**src/common/phy_ctl_pkg.sv**
```systemverilog
package phy_ctl_pkg;

	// LMMI port array
	localparam int LMMI_PORTS = 4;
	// Port index width
	localparam int PORT_W = 2;
	// LMMI address and data widths
	localparam int LMMI_ADR = 9;
	localparam int LMMI_DAT = 8;

	// Parallel IO widths
	localparam int PIO_IN_W = 8;
	localparam int PIO_OUT_W = 8;

	// Local bus widths
	localparam int LB_ADR = 4;
	localparam int LB_DAT = 32;

	// Register map
	localparam logic [LB_ADR-1:0] REG_CTL = 4'd0;
	localparam logic [LB_ADR-1:0] REG_STA = 4'd1;
	// Command word, reads give back the captured LMMI byte
	localparam logic [LB_ADR-1:0] REG_LMMI = 4'd2;
	localparam logic [LB_ADR-1:0] REG_PIO_IN = 4'd3;
	localparam logic [LB_ADR-1:0] REG_PIO_SET = 4'd4;
	localparam logic [LB_ADR-1:0] REG_PIO_CLR = 4'd5;
	localparam logic [LB_ADR-1:0] REG_PIO_OUT = 4'd6;
	localparam logic [LB_ADR-1:0] REG_PIO_MSK = 4'd7;

	// Control bits, both self clearing
	localparam int CTL_WR = 0;
	localparam int CTL_RD = 1;

	// Status bits
	localparam int STA_BUSY = 0;
	// Read data ready, write one to clear
	localparam int STA_RDY = 1;

	// LMMI command word layout
	localparam int CMD_PORT_LSB = 0;
	localparam int CMD_ADR_LSB = 2;
	localparam int CMD_DAT_LSB = 11;

endpackage
```
**src/lmmi/lmmi_reg_port.sv**
```systemverilog
`timescale 1ns/1ps

module lmmi_reg_port #(
	parameter int WAIT_CYCLES = 2
) (
	input logic CLK_IN,
	input logic RST_IN,
	input logic req,
	input logic dir,
	input logic [phy_ctl_pkg::LMMI_ADR-1:0] adr,
	input logic [phy_ctl_pkg::LMMI_DAT-1:0] wdat,
	output logic rdy,
	output logic vld,
	output logic [phy_ctl_pkg::LMMI_DAT-1:0] rdat
);

	import phy_ctl_pkg::*;

	// Wait counter width
	localparam int CNT_W = $clog2(WAIT_CYCLES) + 1;

	// Byte wide register space, contents unknown until written
	logic [LMMI_DAT-1:0] mem [0:(1 << LMMI_ADR)-1];
	logic [CNT_W-1:0] cnt;
	logic wait_end;

	// Last wait cycle of this request
	assign wait_end = req && !rdy && (cnt == CNT_W'(WAIT_CYCLES - 1));

	// Count while req is held, park during the ready pulse
	always_ff @(posedge CLK_IN or posedge RST_IN)
	begin
		if (RST_IN)
			cnt <= '0;
		else if (!req || rdy || wait_end)
			cnt <= '0;
		else
			cnt <= cnt + 1'b1;
	end

	// Ready is a single cycle pulse
	always_ff @(posedge CLK_IN or posedge RST_IN)
	begin
		if (RST_IN)
			rdy <= 1'b0;
		else
			rdy <= wait_end;
	end

	// Read valid trails ready by one cycle
	always_ff @(posedge CLK_IN or posedge RST_IN)
	begin
		if (RST_IN)
			vld <= 1'b0;
		else
			vld <= rdy && !dir;
	end

	// Write lands with the ready pulse
	always_ff @(posedge CLK_IN)
	begin
		if (wait_end && dir)
			mem[adr] <= wdat;
	end

	// Read byte presented with vld
	always_ff @(posedge CLK_IN)
	begin
		if (rdy && !dir)
			rdat <= mem[adr];
	end

endmodule

```
**config.mk**
```make
export PLATFORM = sky130hd
export DESIGN_NAME = lmmi_reg_port
export DESIGN_NICKNAME = d
export VERILOG_FILES = /design/src/common/phy_ctl_pkg.sv /design/src/lmmi/lmmi_reg_port.sv
export SDC_FILE = /design/constraint.sdc
export NUM_CORES = 2
export LEC_CHECK = 0
export BUFFER_PORTS_ARGS = -buffer_cell sky130_fd_sc_hd__buf_2
export CORE_AREA = 2 2 598 600
export CTS_BUF_LIST = sky130_fd_sc_hd__clkbuf_4 sky130_fd_sc_hd__clkbuf_8
export DETAILED_ROUTE_END_ITERATION = 6
export DIE_AREA = 0 0 600 602
export SYNTH_ARGS = -nofsm -noshare
export SYNTH_HDL_FRONTEND = slang
export SYNTH_SLANG_ARGS = --single-unit
```
**constraint.sdc**
```tcl
create_clock -name CLK_IN -period 3.1 [get_ports CLK_IN]
set_input_delay 0.62 -clock CLK_IN [delete_from_list [all_inputs] [get_ports CLK_IN]]
set_output_delay 0.62 -clock CLK_IN [all_outputs]
set_load 0.01 [all_outputs]
```
=== Word-level counts from Yosys, hierarchy flattened ===
Memory sizes are Yosys's and may differ from the RTL's. A register that Yosys moved wholly into a read port is not among the register bits.
Index checks and enable logic that the tools add are counted.

* Memories kept: 1
* Word-level logic and storage cells: 18
* Register bits: 4
* Input bits: 21
* Output and inout bits: 10
* Memory bits (writable): 4096

* Add/sub/neg operators: 1
* Mux-type cells: 3
* Equal/unequal tests: 1
* Reduce and logical (&&, ||, !) cells: 9

{| class="wikitable"
|+ Memories
! memory !! depth !! bits a word !! read ports !! clocked after Yosys merged registers in !! write ports !! line !! source
|-
| mem || 512 || 8 || 1 || 1 || 1 || lmmi_reg_port.sv:23 || <nowiki>logic [LMMI_DAT-1:0] mem [0:(1 << LMMI_ADR)-1];</nowiki>
|}

{| class="wikitable"
|+ Operators with widths
! kind !! number
|-
| 1-bit logical AND || 4
|-
| 1-bit logical NOT || 3
|-
| 2-bit by 1-bit adder with 2-bit output, second input constant || 1
|-
| 2-bit by 1-bit == test with 1-bit output, second input constant || 1
|-
| 1-bit logical OR || 2
|-
| 1-bit two-way mux || 2
|-
| 2-bit two-way mux || 1
|}

=== Longest topological paths before layout ===
* Depth in word-level cells: 6
* Gate-level depth with buffers: 14

=== Worst setup path before layout ===
Ideal clock, no wire load.

* Kind: input port to flip-flop
* From: in adr[1] (netlist name)
* To: mem mem[130][0], enable pin
* Slack: -0.349 ns
* Setup time: 0.370 ns
* Stages on the path: 12
* Required time: 2.730 ns
* Data arrival time: 3.078 ns
* Cells stage by stage: buf_2 buf_6 buf_4 buf_6 buf_6 buf_2 buf_2 buf_2 and3_1 nand2_1 clkbuf_1 nor2_1

{| class="wikitable"
|+ RTL lines
! item !! line !! source
|-
| from (decl) || lmmi_reg_port.sv:10 || <nowiki>input logic [phy_ctl_pkg::LMMI_ADR-1:0] adr,</nowiki>
|-
| to (decl) || lmmi_reg_port.sv:23 ||
|}

No word-level cell before the write port.

==> flow_summary.ini <==
[global_routing]
grt_pass1_vias = 88100
grt-ovfl-total = 0
grt_antenna_before_repair = 34
grt_usage = 0.261
grt_max_degree = 129
grt_pass1_wl_um = 668000

[synth]
synth-edff-count = 4104
yosysTopAreaCellShare = 0.776
synth_cells = 7685
synth_area_mm2 = 0.159
synth-seq-cells = 4108
synth_nets = 7707
ys_seq_area_frac = 0.776
synth_flop_cell = edfxtp_1
synth-warning-count = 0
synthTopCellsByArea = edfxtp_1 78%, mux4_2 11%, mux2i_1 3.1%
async_flop_share = 0.000974
synth.avg_cell_area_um2 = 20.7
synth_top_area_cell = edfxtp_1
synth_cell_type_count = 70

[sta]
post-route-period-util = 1.01
finClkSkew_ps = 91.4
rsz0062_at_grt = true
setup_viol = 1
max_freq_mhz = 321
slew_headroom = 0.0187
finalHoldViolCount = 0
min_period_ps = 3120
tightest_slew_ps = 1470
slew_viol_final = 0
holdWs_ps = 164
tns_ps = -16.2
worst_slack_ps = -16.2

[power_and_ir_drop]
pwr-share-comb = 0.055
ir_drop_uv = 439
seqPwrFrac = 0.541
p_leak_uw = 0.0635
power_density_mw_per_mm2 = 579
pwr-share-clk = 0.404
switching_power_uw = 25500
internal-power_uw = 87600
sw_frac_of_total = 0.225

[floorplanning]
std_cell_rows = 219
die_h_um = 602
die_area_mm2 = 0.361
core_area_mm2 = 0.355
initial_core_util = 0.448
ios = 31
die_x_um = 600

[drt]
via_per_inst = 5.98
vias = 87700
drc = 2
wirelength_um = 474000
antenna_left = 0
routedWlPerCell_um = 32.3
first_iter_violations = 11300
firstDrtPassIters = 7

[setup_path]
critPathKind = reg -> reg
startpoint_type = register
r2r-start = mem[349][1]$_DFFE_PP_
required_ps = 4010
cp_max_fo = 1
cp-end-kind = register
cp.arrival_ps = 4030
crit_start = mem[349][1]$_DFFE_PP_

[clock_tree]
htreeDepth = 6
clockBufferDepth = 4
clockRootBuffer = clkbuf_8
cts_made_buffers = 660
clk_latency_ps = 1220
clk_pin_slew_worst_paths_ps = 60
clock-sinks = 4108
cts_tree = done

[cells_and_area]
syn2layout_area_growth_pct = 22.9
drive_gt1_frac = 0.391
nets = 9420
fin_cells = 14700
post-route-util = 0.550

[place]
gp_congestion = 0.930
port_buffers = 30
hpwl_um = 325000
place_inst = 13500

[outcome]
violations = DRC, setup timing
run_status = complete, but fails checks

[min_path]
min_path_type = in -> reg
worstHoldStart = dir

[run]
drv_cap = 0
==> state kept, by name, indices dropped and copies added (netlist names) <==
signal	count
rdy	1
cnt	2
rdat	8
vld	1
mem	4096
==> final timing paths <==
check | cells past startpoint | end | slack, ps
hold / removal | 3 | vld$_DFF_PP0_ | 160
setup / recovery | 7 | rdat[1]$_DFFE_PP_ | -20
max in group asynchronous | 4 | cnt[0]$_DFF_PP0_ | 2530
min in group asynchronous | 4 | rdy$_DFF_PP0_ | 410
setup reg to reg | 7 | rdat[1]$_DFFE_PP_ | -20
hold reg to reg | 1 | cnt[0]$_DFF_PP0_ | 450
==> critical path, cell delays in order, from the launching register on <==
cell and delay [ps]:
edfxtp_1 380, mux4_2 500, nand2_1 210, and3_1 190, nand4_1 330, buf_4 280, or4b_1 520, or4_1 400
==> cells in the final DEF, fill, tap and decap left out, types with 55 or more instances in the layout <==
master	n
a21oi_1	82
a221oi_1	81
a22oi_1	180
a31oi_1	55
buf_12	401
buf_4	1089
clkbuf_4	189
clkbuf_8	667
clkinv_1	185
clkinv_2	72
edfxtp_1	4104
mux2i_1	489
mux4_2	796
nand2_1	130
nand4_1	75
nor2_1	102
nor2_2	102
nor2_4	365
o22ai_1	143
==> stage by stage <==
| stage | power (uW) | instance area [um^2] | setup WS (ps) |
|---|---|---|---|
| floorplan | 64900 | 162000 | -137 |
| global placement | 68400 | 182000 | -1510 |
| detailed placement | 68500 | 182000 | -1500 |
| CTS | 114000 | 195000 | -98.2 |
| global route | 116000 | 195000 | -16.4 |
| finish | 113000 | 195000 | -16.2 |
==> Yosys cell counts, types with 50 or more instances <==
library cell / number
nand3_1: 50
a221oi_1: 83
edfxtp_1: 4104
a21oi_1: 83
o22ai_1: 144
buf_4: 57
clkbuf_1: 204
nand2_1: 152
nand4_1: 75
o21ai_0: 51
mux4_2: 796
buf_2: 169
nor2_1: 569
mux2i_1: 495
a22oi_1: 183
a31oi_1: 58
==> cell type report <==
type                    instances  area (um^2)
inverters                       5         23.8
fillers                     27000       160000
flip-flops and latches       4108       123000
repair buffers               1531        16600
well taps                    4751         5940
diodes                         10         25.0
clock buffers                 856        10600
clock inverters               324         2150
multi-input cells            3092        36500
==> what timing repair did <==
action,in CTS,in global routing
resized for setup,31,22
endpoints found under the setup margin,96,14
hold buffers,12,0
hold endpoints to repair,342,0
buffers inserted,0,0
pin swaps,11,9
==> cells by family (layout without fill, tap and decap cells) <==
| family | after synthesis | after routing | synth area share |
|---|---|---|---|
| muxes | 1300 | 1300 | 0.145 |
| buffers and inverters | 485 | 2716 | 0.0159 |
| DFF | 4108 | 4108 | 0.776 |
| adders and majority gates | 1 | 1 | 0.0000787 |
| and+or+nand+nor | 1052 | 1052 | 0.0303 |
| AOI/OAI and AO/OA | 739 | 739 | 0.0328 |
| other | 0 | 10 | 0 |
==> power groups by stage <==
| stage | combinational, uW | sequential, uW | clock (uW) |
|---|---|---|---|
| 5_1_grt | 6480 | 61100 | 48700 |
| 3_5_place_dp | 6170 | 62300 | 0 |
| 2_1_floorplan | 2630 | 62300 | 0 |
| 3_3_place_gp | 6080 | 62300 | 0 |
| 6_report | 6260 | 61100 | 45700 |
| 4_1_cts | 6210 | 61100 | 46300 |
==> layer usage <==
layer	GRT usage	share of wire	up-vias
li1	-	-	35800
met2	0.410	0.47	4403
met1	0.375	0.41	46700
met4	0.0774	0.031	14
met5	0	0.00019	-
met3	0.0478	0.088	743
Power figures use the tool's default switching activity.
