`config.mk`:
```
export PLATFORM = sky130hd
export DESIGN_NAME = phy_ctl_regs
export DESIGN_NICKNAME = d
export VERILOG_FILES = /design/src/common/phy_ctl_pkg.sv /design/src/design/phy_ctl_regs.sv
export SDC_FILE = /design/constraint.sdc
export NUM_CORES = 1
export LEC_CHECK = 0
export ABC_AREA = 1
export BUFFER_PORTS_ARGS = -buffer_cell sky130_fd_sc_hd__buf_4
export CORE_MARGIN = 2
export CORE_UTILIZATION = 50
export CTS_BUF_LIST = sky130_fd_sc_hd__clkbuf_8 sky130_fd_sc_hd__clkbuf_16
export CTS_CLUSTER_SIZE = 30
export DETAILED_ROUTE_END_ITERATION = 8
export PLACE_DENSITY = 0.85
export SYNTH_ARGS = -nofsm -noshare
export SYNTH_HDL_FRONTEND = slang
export SYNTH_SLANG_ARGS = --single-unit
export TNS_END_PERCENT = 30
```
`constraint.sdc`:
```
create_clock -name CLK_IN -period 2.2 [get_ports CLK_IN]
set_input_delay 0.11 -clock CLK_IN [delete_from_list [all_inputs] [get_ports CLK_IN]]
set_output_delay 0.11 -clock CLK_IN [all_outputs]
set_load 0.05 [all_outputs]
```
`src/common/phy_ctl_pkg.sv`:
```
package phy_ctl_pkg;

	// LMMI port array
	localparam int LMMI_PORTS = 4;
	// Port index width
	localparam int PORT_W = 2;
	// LMMI address and data widths
	localparam int LMMI_ADR = 9;
	localparam int LMMI_DAT = 8;

	// Parallel IO widths
	localparam int PIO_IN_W = 8;
	localparam int PIO_OUT_W = 8;

	// Local bus widths
	localparam int LB_ADR = 4;
	localparam int LB_DAT = 32;

	// Register map
	localparam logic [LB_ADR-1:0] REG_CTL = 4'd0;
	localparam logic [LB_ADR-1:0] REG_STA = 4'd1;
	// Command word, reads give back the captured LMMI byte
	localparam logic [LB_ADR-1:0] REG_LMMI = 4'd2;
	localparam logic [LB_ADR-1:0] REG_PIO_IN = 4'd3;
	localparam logic [LB_ADR-1:0] REG_PIO_SET = 4'd4;
	localparam logic [LB_ADR-1:0] REG_PIO_CLR = 4'd5;
	localparam logic [LB_ADR-1:0] REG_PIO_OUT = 4'd6;
	localparam logic [LB_ADR-1:0] REG_PIO_MSK = 4'd7;

	// Control bits, both self clearing
	localparam int CTL_WR = 0;
	localparam int CTL_RD = 1;

	// Status bits
	localparam int STA_BUSY = 0;
	// Read data ready, write one to clear
	localparam int STA_RDY = 1;

	// LMMI command word layout
	localparam int CMD_PORT_LSB = 0;
	localparam int CMD_ADR_LSB = 2;
	localparam int CMD_DAT_LSB = 11;

endpackage
```
`src/design/phy_ctl_regs.sv`:
```
`timescale 1ns/1ps

module phy_ctl_regs (
	input logic CLK_IN,
	input logic RST_IN,

	// Local bus
	input logic [phy_ctl_pkg::LB_ADR-1:0] lb_adr,
	input logic lb_wr,
	input logic lb_rd,
	input logic [phy_ctl_pkg::LB_DAT-1:0] lb_din,
	output logic [phy_ctl_pkg::LB_DAT-1:0] lb_dout,
	output logic lb_vld,

	// Transfer status from the collector
	input logic xfer_done,
	input logic rd_done,
	input logic [phy_ctl_pkg::LMMI_DAT-1:0] rd_dat,

	// LMMI command side
	output logic [phy_ctl_pkg::LMMI_PORTS-1:0] lmmi_req,
	output logic [phy_ctl_pkg::LMMI_PORTS-1:0] lmmi_dir,
	output logic [phy_ctl_pkg::LMMI_ADR-1:0] lmmi_adr,
	output logic [phy_ctl_pkg::LMMI_DAT-1:0] lmmi_wdat,

	// Parallel IO
	input logic [phy_ctl_pkg::PIO_IN_W-1:0] pio_in,
	output logic [phy_ctl_pkg::PIO_OUT_W-1:0] pio_out
);

	import phy_ctl_pkg::*;

	// Registered bus inputs
	logic [LB_ADR-1:0] lb_adr_q;
	logic lb_wr_q;
	logic lb_rd_q;
	logic [LB_DAT-1:0] lb_din_q;

	// Write strobes
	logic wr_ctl;
	logic wr_sta;
	logic wr_lmmi;
	logic wr_pio_set;
	logic wr_pio_clr;
	logic wr_pio_out;
	logic wr_pio_msk;

	logic [CTL_RD:0] ctl_r;
	logic ctl_wr;
	logic ctl_rd;
	logic busy;
	logic sta_rdy;
	logic [STA_RDY:0] sta_r;

	// Command fields
	logic [PORT_W-1:0] cmd_port;
	logic [LMMI_ADR-1:0] cmd_adr;
	logic [LMMI_DAT-1:0] cmd_dat;

	logic [PIO_IN_W-1:0] pio_in_q;
	logic [PIO_OUT_W-1:0] pio_msk;
	logic [PIO_OUT_W-1:0] pio_dout;

	// Registered bus strobes
	always_ff @(posedge CLK_IN or posedge RST_IN)
	begin
		if (RST_IN)
		begin
			lb_wr_q <= 1'b0;
			lb_rd_q <= 1'b0;
		end
		else
		begin
			lb_wr_q <= lb_wr;
			lb_rd_q <= lb_rd;
		end
	end

	always_ff @(posedge CLK_IN)
	begin
		lb_adr_q <= lb_adr;
		lb_din_q <= lb_din;
		// PIO input sampled every cycle
		pio_in_q <= pio_in;
	end

	// Write address decode
	always_comb
	begin
		wr_ctl = 1'b0;
		wr_sta = 1'b0;
		wr_lmmi = 1'b0;
		wr_pio_set = 1'b0;
		wr_pio_clr = 1'b0;
		wr_pio_out = 1'b0;
		wr_pio_msk = 1'b0;
		if (lb_wr_q)
		begin
			case (lb_adr_q)
				REG_CTL: wr_ctl = 1'b1;
				REG_STA: wr_sta = 1'b1;
				REG_LMMI: wr_lmmi = 1'b1;
				REG_PIO_SET: wr_pio_set = 1'b1;
				REG_PIO_CLR: wr_pio_clr = 1'b1;
				REG_PIO_OUT: wr_pio_out = 1'b1;
				REG_PIO_MSK: wr_pio_msk = 1'b1;
				default: ;
			endcase
		end
	end

	// Read mux without side effects
	always_comb
	begin
		lb_dout = '0;
		case (lb_adr_q)
			REG_CTL: lb_dout[CTL_RD:0] = ctl_r;
			REG_STA: lb_dout[STA_RDY:0] = sta_r;
			REG_PIO_IN: lb_dout[PIO_IN_W-1:0] = pio_in_q;
			// Everything else shows the last LMMI read byte
			default: lb_dout[LMMI_DAT-1:0] = rd_dat;
		endcase
	end

	// Data goes with the registered read strobe
	assign lb_vld = lb_rd_q;

	// Control flags live for one cycle
	always_ff @(posedge CLK_IN or posedge RST_IN)
	begin
		if (RST_IN)
			ctl_r <= '0;
		else if (wr_ctl)
			ctl_r <= lb_din_q[CTL_RD:0];
		else
			ctl_r <= '0;
	end

	assign ctl_wr = ctl_r[CTL_WR];
	assign ctl_rd = ctl_r[CTL_RD];

	// Busy from command start until ready
	always_ff @(posedge CLK_IN or posedge RST_IN)
	begin
		if (RST_IN)
			busy <= 1'b0;
		else if (ctl_wr || ctl_rd)
			busy <= 1'b1;
		else if (xfer_done)
			busy <= 1'b0;
	end

	// Read ready cleared by writing one
	always_ff @(posedge CLK_IN or posedge RST_IN)
	begin
		if (RST_IN)
			sta_rdy <= 1'b0;
		else if (wr_sta && lb_din_q[STA_RDY])
			sta_rdy <= 1'b0;
		else if (rd_done)
			sta_rdy <= 1'b1;
	end

	always_comb
	begin
		sta_r[STA_BUSY] = busy;
		sta_r[STA_RDY] = sta_rdy;
	end

	// Port select for req and dir
	always_ff @(posedge CLK_IN or posedge RST_IN)
	begin
		if (RST_IN)
			cmd_port <= '0;
		else if (wr_lmmi)
			cmd_port <= lb_din_q[CMD_PORT_LSB +: PORT_W];
	end

	always_ff @(posedge CLK_IN)
	begin
		if (wr_lmmi)
		begin
			cmd_adr <= lb_din_q[CMD_ADR_LSB +: LMMI_ADR];
			cmd_dat <= lb_din_q[CMD_DAT_LSB +: LMMI_DAT];
		end
	end

	// Address and write data shared by all ports
	assign lmmi_adr = cmd_adr;
	assign lmmi_wdat = cmd_dat;

	// Request and direction on the selected port only
	always_ff @(posedge CLK_IN or posedge RST_IN)
	begin
		if (RST_IN)
		begin
			lmmi_req <= '0;
			lmmi_dir <= '0;
		end
		else
		begin
			for (int i = 0; i < LMMI_PORTS; i++)
			begin
				if (cmd_port == PORT_W'(i))
				begin
					if (ctl_wr || ctl_rd)
					begin
						lmmi_req[i] <= 1'b1;
						// 1 is write
						lmmi_dir[i] <= ctl_wr;
					end
					// Only this port can be ready
					else if (xfer_done)
					begin
						lmmi_req[i] <= 1'b0;
						lmmi_dir[i] <= 1'b0;
					end
				end
				else
				begin
					lmmi_req[i] <= 1'b0;
					lmmi_dir[i] <= 1'b0;
				end
			end
		end
	end

	// Mask back to all ones after a masked write
	always_ff @(posedge CLK_IN or posedge RST_IN)
	begin
		if (RST_IN)
			pio_msk <= '0;
		else if (wr_pio_msk)
			pio_msk <= lb_din_q[PIO_OUT_W-1:0];
		else if (wr_pio_out)
			pio_msk <= '1;
	end

	// Per bit set, clear and masked write
	always_ff @(posedge CLK_IN or posedge RST_IN)
	begin
		if (RST_IN)
			pio_dout <= '0;
		else
		begin
			for (int b = 0; b < PIO_OUT_W; b++)
			begin
				if (wr_pio_set && lb_din_q[b])
					pio_dout[b] <= 1'b1;
				else if (wr_pio_clr && lb_din_q[b])
					pio_dout[b] <= 1'b0;
				else if (wr_pio_out && pio_msk[b])
					pio_dout[b] <= lb_din_q[b];
			end
		end
	end

	assign pio_out = pio_dout;

endmodule

```
# Word level (Yosys, flattened, before mapping)
# Cells that the tools add are included.
[word_totals] inputBits=58 regBits=80 output_inout_bits=66
[op_classes] muxes=56 reduce_logical=40 eq_ne=14
[op_table] cell="$mux W1" count=51
[op_table] cell="$logic_and A1 B1 Y1" count=25
[op_table] cell="$reduce_bool A3 Y1" count=8
[op_table] cell="$eq A4 B3 Y1 const B" count=4
[op_table] cell="$mux W8" count=2
[op_table] cell="$ne A3 B3 Y1 const B" count=4
[op_table] cell="$pmux W6 S2" count=1
[op_table] cell="$eq A4 B2 Y1 const B" count=2
[op_table] cell="$pmux W2 S3" count=1
[op_table] cell="$reduce_bool A2 Y1" count=3
[op_table] cell="$eq A2 B2 Y1 const B" count=2
[op_table] cell="$eq A4 B1 Y1 const B" count=1
[op_table] cell="$logic_not A4 Y1" count=1
[op_table] cell="$eq A2 B1 Y1 const B" count=1
[op_table] cell="$logic_not A2 Y1" count=1
[op_table] cell="$mux W2" count=1
[op_table] cell="$reduce_or A2 Y1" count=1
[op_table] cell="$logic_or A1 B1 Y1" count=1

# Logic depth before layout (Yosys ltp)
[depth] ltp_word=7 depth_mapped=6

# Worst setup path before layout
# OpenSTA, ideal clock, no wires.
[synth_timing] path_kind="register -> output" from="reg lb_adr_q[1]" to="out lb_dout[0] (netlist name)" slack_ps=508 t_arrival_ps=1582 stages_incl_launch_ff=4 path_buffers=0 required_time_ps=2090 path_cell_list="dfxtp_1 nor2_2 nand2_1 o2111ai_1"
[synth_between] elab_chain_len=2 word_cells_on_any_way=4 cone_classes="2 x eq/ne; 1 x mux; 1 x reduce/logical"
[synth_lines] element="start: declaration" line_no="phy_ctl_regs.sv:34" rtl="logic [LB_ADR-1:0] lb_adr_q;"
[synth_lines] element="start signal: assignment" line_no="phy_ctl_regs.sv:81" rtl="lb_adr_q <= lb_adr;"
[synth_lines] element="$eq A4 B2 Y1 (tied with other cells)" line_no="phy_ctl_regs.sv:116" rtl="case (lb_adr_q)"
[synth_lines] element="$pmux W2 S3 (*)" line_no="phy_ctl_regs.sv:116"
[synth_lines] element="end: declaration" line_no="phy_ctl_regs.sv:12" rtl="output logic [phy_ctl_pkg::LB_DAT-1:0] lb_dout,"
# Mark *: on every way between the ends. The rest lies on a longest branch, timed or not.

# Worst setup path after layout
# Same ends and word-level chain as after synthesis.

==> impl_metrics.csv <==
group,metric,value,unit
cells_and_area,area_growth,43.0,%
job,cap_violations,0,
critical_path,worstPathCellList,"nor2_2 > nand2_1 > o2111ai_1 > buf_4",
sta,fin_crit_sh,83.9,%
placement,dpl.hpwl,4.23,mm
global_route,grt_first_pass_wirelength,10.3,mm
route,wl,6.52,mm
logic_synthesis,yosys_register_bits,80,
cells_and_area,design_area,4100,um^2
cts,root_buffer,"clkbuf_8",
critical_path,start_kind,"register",
min_path,hold_end,"lmmi_dir[1]",
critical_path,worst_ep_arrival_time,1740,ps
cts,cts_sinks,80,
critical_path,r2r-end,"lmmi_adr[6]",
floorplanning,core_area,5510,um^2
cells_and_area,drive_gt1_share,28.1,%
critical_path,r2r_start,"lb_adr_q[0]",
route,drtIter0Drc,99,
critical_path,max_stage_delay,400,ps
global_route,grt_max_degree,33,
sta,fin_setup_tns,0,ps
min_path,min-delay-start,"xfer_done",
global_route,antenna_found_initial,0,
global_route,grt_pass1_vias,2198,
min_path,min_delay_path_depth,4,
critical_path,required,2090,ps
global_route,overflow,0,
logic_synthesis,syn_inst,260,
cells_and_area,n_antenna_cell,0,
floorplanning,ioPinCount,124,
run_status,outcome,"finished clean",
cts,h-tree-depth,3,
logic_synthesis,synth_area_per_cell,11.0,um^2
cells_and_area,final_cell_mix,"buf_4 (89), nand2_1 (50), dlygate4sd3_1 (35)",
logic_synthesis,synth_cell_types,20,
sta,rsz0062_at_grt,"false",
logic_synthesis,yosysSeqAreaShare,67.4,%
logic_synthesis,synth_area,2870,um^2
sta,setup_viol,0,
sta,maxSlewHeadroom,64.4,%
cells_and_area,final_common_cell,"buf_4",
pwr,pwr_density_cell,865,nW/um^2
critical_path,regToRegSetupSlack,690,ps
cts,cts_made_buffers,9,
floorplanning,rows,27,
cts,postCtsHoldBufs,35,
critical_path,path_class,"reg2out",
floorplanning,dieArea,6350,um^2
sta,hold_viol,0,
cts,clk_path_buf_depth,2,
critical_path,ff2ff_path_depth,6,
route,wl_per_cell,13.9,um
global_route,grt.total_usage,21.6,%
cts,cts_setup_buffers,0,
min_path,hold_path_class,"in2reg",
placement,io_buffer_count,86,
pwr,peakVddDrop,580,uV
route,vias_per_cell,4.88,
placement,preCtsSetupSlack,715,ps
sta,finalClockSkew,5.91,ps
floorplanning,die_y,79.7,um
critical_path,crit_path_end_kind,"output pin",
cts,post_cts_resized,0,
critical_path,crit_fanout,10,
sta,fmax,542,MHz
cts,clock_latency,340,ps
sta,worst_slew_pin_slew,532,ps
cts,cts_tree,"built",
floorplanning,start_util,52.0,%
route,antenna_left,0,
route,drt_pass1_iterations,5,
sta,slew_viol_final,0,
floorplanning,die_w,79.7,um
placement,routabilityCongestion,0.778,
cells_and_area,finalNetCount,451,
placement,place_area,3530,um^2
cts,clkTransAtPathRegs,80,ps
route,drc,0,
route,vias,2295,
pwr,leakagePower,1.92,nW
logic_synthesis,yosysWarnings,0,
sta,setup_ws,354,ps
critical_path,cp_slowest_cell,"nor2_2",
sta,timing.final.crit_period,1850,ps
==> registers in the layout, indices dropped and copies added, names as in the netlist <==
signal     cells
busy           1
cmd_port       2
ctl_r          2
lb_adr_q       4
lb_din_q      19
lb_vld         1
lb_wr_q        1
lmmi_adr       9
lmmi_dir       4
lmmi_req       4
lmmi_wdat      8
pio_in_q       8
pio_msk        8
pio_out        8
sta_rdy        1
==> final cells by class <==
| class | instances | area, um^2 |
|---|---|---|
| clock inverters | 7 | 96.3 |
| fillers | 380 | 1410 |
| repair buffers | 124 | 1020 |
| flip-flops and latches | 80 | 1930 |
| well taps | 72 | 90.1 |
| clock buffers | 9 | 124 |
| inverters | 27 | 101 |
| multi-input cells | 151 | 734 |
==> logic make-up after synthesis <==
family                 count (synthesis)  synth area share, %
DFF                                   80                 67.4
other                                  1                0.131
AOI/OAI and AO/OA                     34                 7.90
and+or+nand+nor                       93                 14.6
buffers and inverters                 52                 9.96
==> worst max-delay path, delay by kind of cell, from the launching register on <==
family | cells | cell delay, ps
AO/OA/AOI/OAI | 1 | 200
flip-flops | 1 | 380
AND/OR/NAND/NOR | 2 | 580
buffers and inverters | 1 | 230
==> how the worst max path moves through the flow <==
stage | start | to | cells after the start
2_1_floorplan | lb_adr_q[1] | lb_dout[0] | 3
3_3_place_gp | lb_adr_q[0] | lmmi_adr[4] | 6
3_5_place_dp | lb_adr_q[0] | lmmi_adr[4] | 6
4_1_cts | lb_adr_q[1] | lb_dout[0] | 4
5_1_grt | lb_adr_q[3] | lb_dout[0] | 6
6_report | lb_adr_q[1] | lb_dout[0] | 4
==> power by group <==
part           leakage, nW  internal (mW)  switching [mW]
clock                0.103          0.638           0.524
combinational         1.00          0.223           0.450
sequential           0.811           1.62          0.0862
==> cell usage after synthesis <==
library cell | count | area [um^2]
a21oi_1 | 16 | 80.1
a22o_1 | 6 | 52.6
buf_4 | 24 | 180
clkbuf_1 | 1 | 3.75
conb_1 | 1 | 3.75
dfrtp_1 | 32 | 801
dfxtp_1 | 31 | 621
edfxtp_1 | 17 | 510
inv_1 | 24 | 90.1
inv_2 | 3 | 11.3
nand2_1 | 50 | 188
nand3_1 | 5 | 25.0
nand4_1 | 17 | 106
nor2_1 | 14 | 52.6
nor2_2 | 3 | 18.8
nor2_4 | 1 | 11.3
nor3_1 | 2 | 10.0
o2111ai_1 | 9 | 78.8
o21ai_0 | 3 | 15.0
or2_2 | 1 | 6.26
==> stage by stage <==
stage | cells | utilization, % | power, mW | hold slack (ps)
after detailed placement | 419 | 64.0 | 2.35 | 216
after global placement | 419 | 64.0 | 2.33 | 215
final | 470 | 74.4 | 3.54 | 52.0
after CTS | 470 | 74.4 | 3.55 | 46.0
after global routing | 470 | 74.4 | 3.68 | 91.0
after floorplan | 283 | - | 2.17 | 138
==> metal layers <==
| metal | track usage (%) | vias up | wire (um) |
|---|---|---|---|
| li1 | - | 1100 | - |
| met1 | 26.0 | 1071 | 2450 |
| met2 | 36.6 | 111 | 3470 |
| met3 | 3.85 | 13 | 472 |
| met4 | 11.7 | 0 | 131 |
| met5 | 0 | - | 0 |
(Power assumes the default switching activity.)
