## config.mk

```make
export PLATFORM = sky130hd
export DESIGN_NAME = lmmi_rd_collect
export DESIGN_NICKNAME = d
export VERILOG_FILES = /design/src/common/phy_ctl_pkg.sv /design/src/lmmi/lmmi_rd_collect.sv
export SDC_FILE = /design/constraint.sdc
export NUM_CORES = 1
export LEC_CHECK = 0
export BUFFER_PORTS_ARGS = -buffer_cell sky130_fd_sc_hd__buf_2
export CAP_MARGIN = 20
export CORE_MARGIN = 10
export CORE_UTILIZATION = 38
export DETAILED_ROUTE_END_ITERATION = 8
export PLACE_DENSITY = 0.77
export SLEW_MARGIN = 0
export SYNTH_ARGS = -nofsm -noshare
export SYNTH_HDL_FRONTEND = slang
export SYNTH_SLANG_ARGS = --single-unit
export TNS_END_PERCENT = 1
```

## constraint.sdc

```tcl
create_clock -name CLK_IN -period 1.8 [get_ports CLK_IN]
set_input_delay 0.36 -clock CLK_IN [delete_from_list [all_inputs] [get_ports CLK_IN]]
set_output_delay 0.36 -clock CLK_IN [all_outputs]
set_load 0.02 [all_outputs]
```

## src/common/phy_ctl_pkg.sv

```systemverilog
package phy_ctl_pkg;

	// LMMI port array
	localparam int LMMI_PORTS = 4;
	// Port index width
	localparam int PORT_W = 2;
	// LMMI address and data widths
	localparam int LMMI_ADR = 9;
	localparam int LMMI_DAT = 8;

	// Parallel IO widths
	localparam int PIO_IN_W = 8;
	localparam int PIO_OUT_W = 8;

	// Local bus widths
	localparam int LB_ADR = 4;
	localparam int LB_DAT = 32;

	// Register map
	localparam logic [LB_ADR-1:0] REG_CTL = 4'd0;
	localparam logic [LB_ADR-1:0] REG_STA = 4'd1;
	// Command word, reads give back the captured LMMI byte
	localparam logic [LB_ADR-1:0] REG_LMMI = 4'd2;
	localparam logic [LB_ADR-1:0] REG_PIO_IN = 4'd3;
	localparam logic [LB_ADR-1:0] REG_PIO_SET = 4'd4;
	localparam logic [LB_ADR-1:0] REG_PIO_CLR = 4'd5;
	localparam logic [LB_ADR-1:0] REG_PIO_OUT = 4'd6;
	localparam logic [LB_ADR-1:0] REG_PIO_MSK = 4'd7;

	// Control bits, both self clearing
	localparam int CTL_WR = 0;
	localparam int CTL_RD = 1;

	// Status bits
	localparam int STA_BUSY = 0;
	// Read data ready, write one to clear
	localparam int STA_RDY = 1;

	// LMMI command word layout
	localparam int CMD_PORT_LSB = 0;
	localparam int CMD_ADR_LSB = 2;
	localparam int CMD_DAT_LSB = 11;

endpackage
```

## src/lmmi/lmmi_rd_collect.sv

```systemverilog
`timescale 1ns/1ps

module lmmi_rd_collect (
	input logic CLK_IN,
	input logic RST_IN,
	input logic [phy_ctl_pkg::LMMI_PORTS-1:0] vld,
	// Read bytes, port 0 in the low byte
	input logic [phy_ctl_pkg::LMMI_PORTS*phy_ctl_pkg::LMMI_DAT-1:0] rdat,
	input logic [phy_ctl_pkg::LMMI_PORTS-1:0] rdy,
	output logic [phy_ctl_pkg::LMMI_DAT-1:0] rd_dat,
	output logic rd_done,
	output logic xfer_done
);

	import phy_ctl_pkg::*;

	// Valid history per port
	logic [LMMI_PORTS-1:0] vld_q;
	logic [LMMI_PORTS-1:0] vld_re;

	always_ff @(posedge CLK_IN or posedge RST_IN)
	begin
		if (RST_IN)
			vld_q <= '0;
		else
			vld_q <= vld;
	end

	// Rising edges
	assign vld_re = vld & ~vld_q;

	// Any new read result
	assign rd_done = |vld_re;

	// Capture byte of the port with the edge
	// Only one port is active at a time
	always_ff @(posedge CLK_IN)
	begin
		for (int i = 0; i < LMMI_PORTS; i++)
		begin
			if (vld_re[i])
				rd_dat <= rdat[i*LMMI_DAT +: LMMI_DAT];
		end
	end

	// Transfer ends on any port ready
	assign xfer_done = |rdy;

endmodule

```

# Yosys cells after proc, flatten, opt, wreduce, memory -nomap -nowiden
# Index checks and enable logic that the tools add are counted.
[word_totals]
register_bits = 12
latch_bits = 0
mem_bits_rw = 0
rom_bits = 0
in_bits = 42
output_inout_bits = 10
elab_cells = 11
memories = 0
[op_classes]
addsub = 0
mul = 0
div_mod_pow = 0
n_lt_le_gt_ge = 0
eq_ne = 0
n_shift = 0
n_mux = 4
bitwise = 2
reduce_logical = 3
[ops]
columns = ["operator", "n"]
rows = [
  ["$mux W8", 4],
  ["$reduce_or A4 Y1", 2],
  ["$and A4 B4 Y4", 1],
  ["$not A4 Y4", 1],
  ["$reduce_bool A4 Y1", 1],
]

# Longest topological paths before layout
# Gate-level depths: netlist (run 1).
[logic_depth]
depth_word = 6
depth_mapped = 5
ltp_nobuf = 3

# Worst setup path before layout (run 1)
# OpenSTA, ideal clock, no wires.
[synth_path]
kind = "input port to flip-flop"
from = "in vld[3] (netlist name)"
to = "reg rd_dat[0] (netlist name), enable pin"
t_arrival_ps = 1257
path_slack_ps = 145
path_stages = 5
cell_sequence = "nor2b_1 > buf_2 > buf_2 > a21oi_1 > nand3_1"
[synth_between]
elab_chain_len = 2
[synth_rtl]
columns = ["item", "line", "rtl"]
rows = [
  ["from (decl)", "lmmi_rd_collect.sv:6", "input logic [phy_ctl_pkg::LMMI_PORTS-1:0] vld,"],
  ["$and A4 B4 Y4", "lmmi_rd_collect.sv:30", "assign vld_re = vld & ~vld_q;"],
  ["$reduce_bool A4 Y1 (no line)", "n/a", ""],
  ["to (signal assigned)", "lmmi_rd_collect.sv:42", "rd_dat <= rdat[i*LMMI_DAT +: LMMI_DAT];"],
  ["to (decl)", "lmmi_rd_collect.sv:10", "output logic [phy_ctl_pkg::LMMI_DAT-1:0] rd_dat,"],
]
# No other way between the ends.
# A chain may end at the register's enable or synchronous reset.

# Final worst setup path (run 1)
[layout_path]
from = "reg vld_q[1]"
to = "out rd_done"
[layout_between]
elab_chain_len = 3
[layout_rtl]
columns = ["item", "line", "rtl"]
rows = [
  ["from (decl)", "lmmi_rd_collect.sv:18", "logic [LMMI_PORTS-1:0] vld_q;"],
  ["from (signal assigned)", "lmmi_rd_collect.sv:26", "vld_q <= vld;"],
  ["$not A4 Y4", "lmmi_rd_collect.sv:30", ""],
  ["$and A4 B4 Y4", "lmmi_rd_collect.sv:30", ""],
  ["$reduce_or A4 Y1", "lmmi_rd_collect.sv:33", "assign rd_done = |vld_re;"],
  ["to (decl)", "lmmi_rd_collect.sv:11", "output logic rd_done,"],
]
# No other way between the ends.

==> flow_summary.json, run 1 <==
{
  "clockBufferDepth": 2,
  "switching_power_mw": 0.189,
  "final_common_cell": "buf_2",
  "cpPeakStageDelay_ns": 0.44,
  "drv_cap": 0,
  "p_clk_frac": 0.290,
  "synth_largest_area_cell": "edfxtp_1",
  "synth-xor-area-share": 0,
  "wirelength_um": 1970,
  "die-area_um2": 3900,
  "syn_area_um2": 686,
  "cts-buffers-inserted": 3,
  "wire_per_inst_um": 13.6,
  "dp_hpwl_um": 1770,
  "gp_congestion": 0.780,
  "cts_setup_buffers": 0,
  "cts_tree": "done",
  "portBuffers": 51,
  "ys_seq_area_frac": 0.496,
  "drt_pass1_iterations": 4,
  "fin_crit_ns": 1.66,
  "clock_latency_ns": 0.27,
  "drive_gt1_frac": 0.567,
  "ys_seq_elements": 12,
  "synth_top_family_by_area": "simple AND/OR/NAND/NOR gates",
  "clock_skew_ns": 0.00319,
  "clk_pin_slew_ns": 0.07,
  "pwr-share-seq": 0.464,
  "die-height_um": 62.5,
  "intPower_mw": 0.535,
  "area_delta_synth_final_pct": 47.8,
  "fillerInstances": 167,
  "cp.required_ns": 1.44,
  "relSlewSlack": 0.616,
  "synth_compound_area_frac": 0.190,
  "start_util": 0.397,
  "synth_fa_ha_area_frac": 0,
  "antenna_cells": 0,
  "endpoint_kind": "output pin",
  "syn_area_per_cell_um2": 10.4,
  "crit_type": "reg -> out",
  "cts-root-buf": "clkbuf_4",
  "multi_input_area_um2": 310,
  "syn_nets": 108,
  "drt_iter0_markers": 9,
  "power_leakage_nw": 0.498,
  "critical_path.cell_chain": "nand2b_2 -> nand3_1 -> buf_2",
  "hold_violations": 0,
  "power_frac_comb": 0.246,
  "cp_max_fo": 9,
  "worstHoldPathType": "in -> reg",
  "rows": 15,
  "grt_setup_unrepaired": "false",
  "synth_mux_area_frac": 0,
  "fin_setup_tns_ns": 0,
  "cts.htree.levels": 1,
  "synth.area.top_cells": "edfxtp_1, dfrtp_1, and3b_2",
  "num_vias": 689,
  "worstPathArrival_ns": 1.30,
  "vdd.ir_drop.worst_uv": 363,
  "overflow": 0,
  "synth_cells": 66,
  "cp_slowest_cell": "dfrtp_1",
  "grt_pass1_wl_um": 3110,
  "tightest_slew_ns": 0.574,
  "grt_pass1_vias": 713,
  "pin_count": 52,
  "crit_path_start_kind": "register",
  "drc": 0,
  "final.period_utilization": 0.921,
  "vias_per_cell": 4.75,
  "clock-sinks": 12,
  "core_um2": 1730,
  "timing.fmax_mhz": 603,
  "seq_area_um2": 340,
  "die_w_um": 62.5,
  "nets": 163,
  "ant_nets": 0,
  "grt_max_degree": 17,
  "finalSetupViolCount": 0,
  "slew_violations": 0,
  "track_usage": 0.0989,
  "synth_cell_type_count": 17,
  "ys_warn_count": 0,
  "p_per_area_nw_per_um2": 715,
  "status": "complete, no violations",
  "synth_simple_gate_area_share": 0.259,
  "netlist.area_leader.share": 0.350,
  "antenna_found_initial": 0,
  "whs_ns": 0.202,
  "switching_share": 0.261
}
-- Yosys cell counts --
| cell type | instances |
|---|---|
| a21oi_1 | 1 |
| or4_1 | 1 |
| nand2_1 | 8 |
| buf_2 | 3 |
| edfxtp_1 | 8 |
| o31ai_1 | 8 |
| nand3_1 | 1 |
| nor2b_1 | 2 |
| buf_1 | 1 |
| inv_1 | 2 |
| a211oi_1 | 7 |
| nor2_1 | 8 |
| dfrtp_1 | 4 |
| and3b_2 | 8 |
| nand2b_1 | 2 |
| buf_6 | 1 |
| a211oi_2 | 1 |
-- power by group through the flow --
stage | Clock (mW) | Sequential [mW] | Combinational, mW
finish | 0.210 | 0.336 | 0.178
global placement | 0 | 0.341 | 0.175
CTS | 0.218 | 0.337 | 0.181
detailed placement | 0 | 0.343 | 0.179
floorplan | 0 | 0.374 | 0.0658
global route | 0.224 | 0.339 | 0.197
-- timing repair --
item,CTS,global route
hold buffers,1,0
resized for setup,0,1
setup endpoints to repair,0,1
endpoints found under the hold margin,4,0
-- cell families (layout without fill, tap and decap cells) --
group	Yosys count	count (layout)
and+or+nand+nor	30	30
buffers and inverters	7	61
AOI/OAI and AO/OA	17	17
DFF	12	12
-- flip-flops by register name (all words and copies together) (netlist names) --
name,flops
rd_dat,8
vld_q,4
-- per-stage QoR --
stage	std cells	cell area, um2	power (mW)	util	setup WS (ns)
final	145	1010	0.725	0.587	0.142
after global routing	145	1010	0.759	0.587	0.0753
after CTS	145	1010	0.736	0.586	0.0378
after detailed placement	140	965	0.522	0.559	0.285
after global placement	140	965	0.516	0.559	0.326
after floorplan	66	686	0.440	-	0.145
-- critical path: cells and delay by family, from the launching register on --
family / cells / cell delay [ns]
flip-flops: 1 / 0.44
buffers and inverters: 1 / 0.18
AND/OR/NAND/NOR: 2 / 0.41
-- metal layers --
metal  wire, um  GRT usage  vias to the layer above
met1        807      0.102                      292
met4         65     0.0670                        0
li1           -          -                      353
met3        137     0.0430                        8
met2        964      0.159                       36
met5          0          0                        -
-- area by class of cell --
| type | count | share of cell area |
|---|---|---|
| timing repair buffer | 55 | 0.284 |
| clock buffer | 4 | 0.0358 |
| inverter | 2 | 0.00741 |
| multi-input combinational | 47 | 0.306 |
| sequential | 12 | 0.336 |
| tap | 25 | 0.0309 |
-- final timing paths --
check	cells after the start	end	slack (ns)	startpoint
max in group asynchronous	3	vld_q[0]	1.17	RST_IN
worst max-delay path	3	rd_done	0.14	vld_q[1]
min in group asynchronous	3	vld_q[3]	0.49	RST_IN
worst min register to register	4	rd_dat[3]	0.84	vld_q[3]
worst max register to register	3	rd_dat[6]	0.38	vld_q[2]
worst min-delay path	1	vld_q[3]	0.20	vld[3]
No activity file was read; power rests on OpenSTA's default activity.
==> run 2: changes to the inputs <==
==> constraint.sdc (replaced) <==
create_clock -name CLK_IN -period 1.9 [get_ports CLK_IN]
set_input_delay 0.38 -clock CLK_IN [delete_from_list [all_inputs] [get_ports CLK_IN]]
set_output_delay 0.38 -clock CLK_IN [all_outputs]
set_load 0.02 [all_outputs]
==> run 2 against run 1 <==
  * Worst hold slack better by 0.034 ns
  * First-iteration DRC count up 44%
  * Critical path depth unchanged
==> flow_summary.json, run 2 (synthesis gave the netlist of run 1 again) <==
{
  "finalSetupViolCount": 0,
  "vias_per_cell": 4.88,
  "track_usage": 0.102,
  "fin_setup_tns_ns": 0,
  "largest_register_ffs": 8,
  "drv_cap": 0,
  "tightest_slew_ns": 0.538,
  "antenna_found_initial": 0,
  "pwr-share-seq": 0.491,
  "start_util": 0.397,
  "drc": 0,
  "cts-root-buf": "clkbuf_4",
  "power_leakage_nw": 0.492,
  "largest-register": "rd_dat",
  "cts-buffers-inserted": 3,
  "drt_iter0_markers": 13,
  "fin_util": 0.581,
  "wire_per_inst_um": 14.3,
  "wirelength_um": 2080,
  "drt_pass1_iterations": 6,
  "clk_pin_slew_ns": 0.08,
  "grt_max_degree": 17,
  "slew_violations": 0,
  "cpPeakStageDelay_ns": 0.45,
  "die-area_um2": 3900,
  "critical_path.cell_chain": "nand2b_2 -> nand3_1 -> buf_2",
  "switching_power_mw": 0.176,
  "intPower_mw": 0.472,
  "overflow": 0,
  "endpoint_kind": "output pin",
  "dp_hpwl_um": 1810,
  "p_clk_frac": 0.245,
  "grt_setup_unrepaired": "false",
  "drive_gt1_frac": 0.558,
  "cts_setup_buffers": 0,
  "die_w_um": 62.5,
  "fin_crit_ns": 1.68,
  "clock_latency_ns": 0.27,
  "gp_congestion": 0.772,
  "clock-sinks": 12,
  "hold_violations": 0,
  "critPathTopFamily": "flip-flops",
  "core_um2": 1730,
  "final.period_utilization": 0.884,
  "rows": 15,
  "switching_share": 0.272,
  "clockBufferDepth": 2,
  "pin_count": 52,
  "clock_skew_ns": 0.0103,
  "num_vias": 707,
  "grt_pass1_vias": 728,
  "timing.fmax_mhz": 596,
  "cp_num_buf_inv": 1,
  "crit_type": "reg -> out",
  "status": "complete, no violations",
  "portBuffers": 51,
  "area_delta_synth_final_pct": 46.3,
  "p_per_area_nw_per_um2": 646,
  "vdd.ir_drop.worst_uv": 335,
  "cts_tree": "done",
  "fillerInstances": 162,
  "cts.htree.levels": 1,
  "nets": 163,
  "ant_nets": 0,
  "crit_path_start_kind": "register",
  "worstHoldPathType": "in -> reg",
  "power_frac_comb": 0.264,
  "worstPathArrival_ns": 1.30,
  "die-height_um": 62.5,
  "relSlewSlack": 0.640,
  "grt_pass1_wl_um": 3270,
  "cp.required_ns": 1.52,
  "reg_top3": "rd_dat (8), vld_q (4)",
  "cp_max_fo": 9,
  "cp_slowest_cell": "dfrtp_1",
  "final_common_cell": "buf_2",
  "antenna_cells": 0
}
## run 2: cell counts in the layout (fill, tap and decap cells not counted)
Identical to the previous run, type by type.
## run 2: worst register-to-register path: cells and delay by family, from the launching register on
family          cells  cell delay [ns]
simple gates        1             0.29
compound gates      2             0.47
flops               1             0.45
## run 2: power by group through the flow
stage	clock, mW	combinational (mW)	sequential, mW
finish	0.159	0.171	0.318
CTS	0.160	0.172	0.319
global placement	0	0.166	0.323
detailed placement	0	0.170	0.324
global route	0.169	0.187	0.322
floorplan	0	0.0623	0.355
## run 2: per-layer routing
| layer | vias up | routed length, um | track usage |
|---|---|---|---|
| li1 | 352 | - | - |
| met1 | 323 | 777 | 0.0947 |
| met2 | 30 | 1060 | 0.188 |
| met3 | 2 | 209 | 0.0412 |
| met4 | 0 | 27 | 0.0503 |
| met5 | - | 0 | 0 |
## run 2: area by class of cell
class	count	area [um2]	share of cell area
multi-input combinational	47	310	0.309
inverter	2	7.51	0.00748
timing repair buffer	55	288	0.287
clock buffer	4	26.3	0.0262
tap	25	31.3	0.0312
sequential	12	340	0.339
## run 2: path summary, 6_finish.rpt
| path | to | slack [ns] | start | depth (start not counted) |
|---|---|---|---|---|
| setup / recovery | rd_done | 0.22 | vld_q[1] | 3 |
| hold / removal | vld_q[3] | 0.24 | vld[3] | 1 |
| setup reg to reg | rd_dat[7] | 0.43 | vld_q[1] | 3 |
| hold reg to reg | rd_dat[2] | 0.84 | vld_q[0] | 4 |
| max in group asynchronous | vld_q[2] | 1.23 | RST_IN | 3 |
| min in group asynchronous | vld_q[3] | 0.52 | RST_IN | 3 |
## run 2: what timing repair did
item	CTS	global route
hold buffers	1	0
setup endpoints to repair	0	1
resized for setup	0	1
endpoints found under the hold margin	4	0
## run 2: metrics by stage
step	setup WS, ns	cells	hold WS [ns]	power (mW)	area (um2)
global placement	0.384	140	0.260	0.488	965
CTS	0.126	145	0.237	0.651	1000
finish	0.221	145	0.236	0.648	1000
global route	0.130	145	0.236	0.678	1000
floorplan	0.225	66	0.146	0.417	686
detailed placement	0.357	140	0.265	0.494	965
==> run 3: changes to the inputs <==
--- a/config.mk
+++ b/config.mk
@@ -9,6 +9,7 @@
 export CAP_MARGIN = 20
 export CORE_MARGIN = 10
 export CORE_UTILIZATION = 38
+export CTS_BUF_LIST = sky130_fd_sc_hd__clkbuf_16
 export DETAILED_ROUTE_END_ITERATION = 8
 export PLACE_DENSITY = 0.77
 export SLEW_MARGIN = 0
==> run 3 against run 2 <==
  * Sequential cell count unchanged
  * Die area unchanged
  * Maximum frequency decreased by 4.6%
  * Global-route usage increased by 0.95 points
  * Highest routed layer unchanged
  * Largest cell class unchanged
  * Via count unchanged
  * Utilization increased by 2.3 points
  * Critical path depth unchanged
  * Worst setup slack got worse by 0.081 ns
  * Worst hold slack got worse by 0.23 ns
  * Sequential share of layout area decreased by 1.3 points
==> flow_summary.json, run 3 (synthesis gave the netlist of run 1 again) <==
{
  "status": "complete, no violations",
  "largest_register_ffs": 8,
  "r2r_end": "rd_dat[7]",
  "cp.required_ns": 1.52,
  "clock_latency_ns": 0.24,
  "die_w_um": 62.5,
  "crit_type": "reg -> out",
  "largest-register": "rd_dat",
  "grt_pass1_wl_um": 3480,
  "track_usage": 0.112,
  "tightest_slew_ns": 0.536,
  "die-height_um": 62.5,
  "drive_gt1_frac": 0.555,
  "final_common_cell": "buf_2",
  "slew_violations": 0,
  "portBuffers": 51,
  "drt_iter0_markers": 10,
  "fin_crit_ns": 1.76,
  "vdd.ir_drop.worst_uv": 433,
  "pin_count": 52,
  "fin_setup_tns_ns": 0,
  "grt_setup_unrepaired": "false",
  "grt_max_degree": 17,
  "power_leakage_nw": 0.515,
  "finalSetupViolCount": 0,
  "worstHoldPathType": "in -> async",
  "drt_pass1_iterations": 4,
  "timing.fmax_mhz": 568,
  "cts-buffers-inserted": 3,
  "rr_startpoint": "vld_q[1]",
  "drv_cap": 0,
  "place_area_um2": 965,
  "crit_path_start_kind": "register",
  "p_per_area_nw_per_um2": 836,
  "power_mw": 0.872,
  "fin_area_um2": 1040,
  "critPathTopFamily": "simple AND/OR/NAND/NOR gates",
  "core_um2": 1730,
  "post_cts_resized": 0,
  "worstPathArrival_ns": 1.38,
  "final.period_utilization": 0.926,
  "cts-root-buf": "clkbuf_16",
  "nets": 162,
  "antenna_found_initial": 0,
  "drc": 0,
  "worst-r2r-cell-count": 3,
  "reg_top3": "rd_dat (8), vld_q (4)",
  "wire_per_inst_um": 15.2,
  "endpoint_kind": "output pin",
  "die-area_um2": 3900,
  "critical_path.cell_chain": "nand2b_1 -> nand3_1 -> buf_2",
  "antenna_cells": 0,
  "cpPeakStageDelay_ns": 0.44,
  "relSlewSlack": 0.642,
  "cp_max_fo": 9,
  "hold_violations": 0,
  "cp_slowest_cell": "dfrtp_1",
  "ctsHoldBuffers": 0,
  "wirelength_um": 2190,
  "overflow": 0,
  "clock_skew_ns": 0.00648,
  "cts.htree.levels": 1,
  "cts_tree": "done",
  "clockBufferDepth": 2,
  "cp_num_buf_inv": 1,
  "num_vias": 707,
  "vias_per_cell": 4.91,
  "grt_pass1_vias": 778,
  "rows": 15,
  "crit_cells": 3,
  "cts_setup_buffers": 0,
  "start_util": 0.397,
  "ant_nets": 0,
  "clock-sinks": 12,
  "dp_hpwl_um": 1810,
  "clk_pin_slew_ns": 0.04,
  "rrSetupSlack_ns": 0.34,
  "area_delta_synth_final_pct": 52.2,
  "critPathLaunch": "vld_q[1]",
  "gp_congestion": 0.772
}
[run 3: cell count changes in the layout (fill, tap and decap cells not counted), sizes merged]
cell	before	now
inv	2	3
dlygate4sd3	1	0
clkbuf	4	3
[run 3: worst register-to-register path, cell delays in order (launching register included)]
cell,delay (ns)
dfrtp_1,0.44
nand2b_1,0.32
a211oi_1,0.41
o31ai_1,0.13
[run 3: worst max path at each step]
stage	end	slack (ns)
floorplan	rd_dat[0]	0.23
global placement	xfer_done	0.38
detailed placement	rd_dat[7]	0.36
CTS	rd_done	0.14
global route	rd_done	0.02
finish	rd_done	0.14
[run 3: per-layer routing]
metal | GRT usage | vias to the layer above | wire length [um] | share of wire
li1 | - | 350 | - | -
met1 | 0.0988 | 317 | 781 | 0.36
met2 | 0.196 | 33 | 1100 | 0.50
met3 | 0.0484 | 7 | 221 | 0.10
met4 | 0.0838 | 0 | 80 | 0.037
met5 | 0 | - | 0 | 0
[run 3: stage by stage]
step	cells	utilization	setup WS, ns	hold WS [ns]
global placement	140	0.559	0.384	0.260
finish	144	0.604	0.140	0.00576
global route	144	0.604	0.0156	0.0227
detailed placement	140	0.559	0.357	0.265
floorplan	66	-	0.225	0.146
CTS	144	0.604	0.140	0.00968
[run 3: power breakdown]
part | internal [mW] | switching (mW) | leakage (nW)
registers | 0.313 | 0.00674 | 0.128
logic | 0.0774 | 0.0927 | 0.344
clock network | 0.276 | 0.106 | 0.0423
[run 3: cell type report]
class | count | area, um2
Clock buffer | 3 | 75.1
Clock inverter | 1 | 3.75
Fill cell | 158 | 683
Inverter | 2 | 7.51
Multi-Input combinational cell | 47 | 308
Sequential cell | 12 | 340
Tap cell | 25 | 31.3
Timing Repair Buffer | 54 | 278
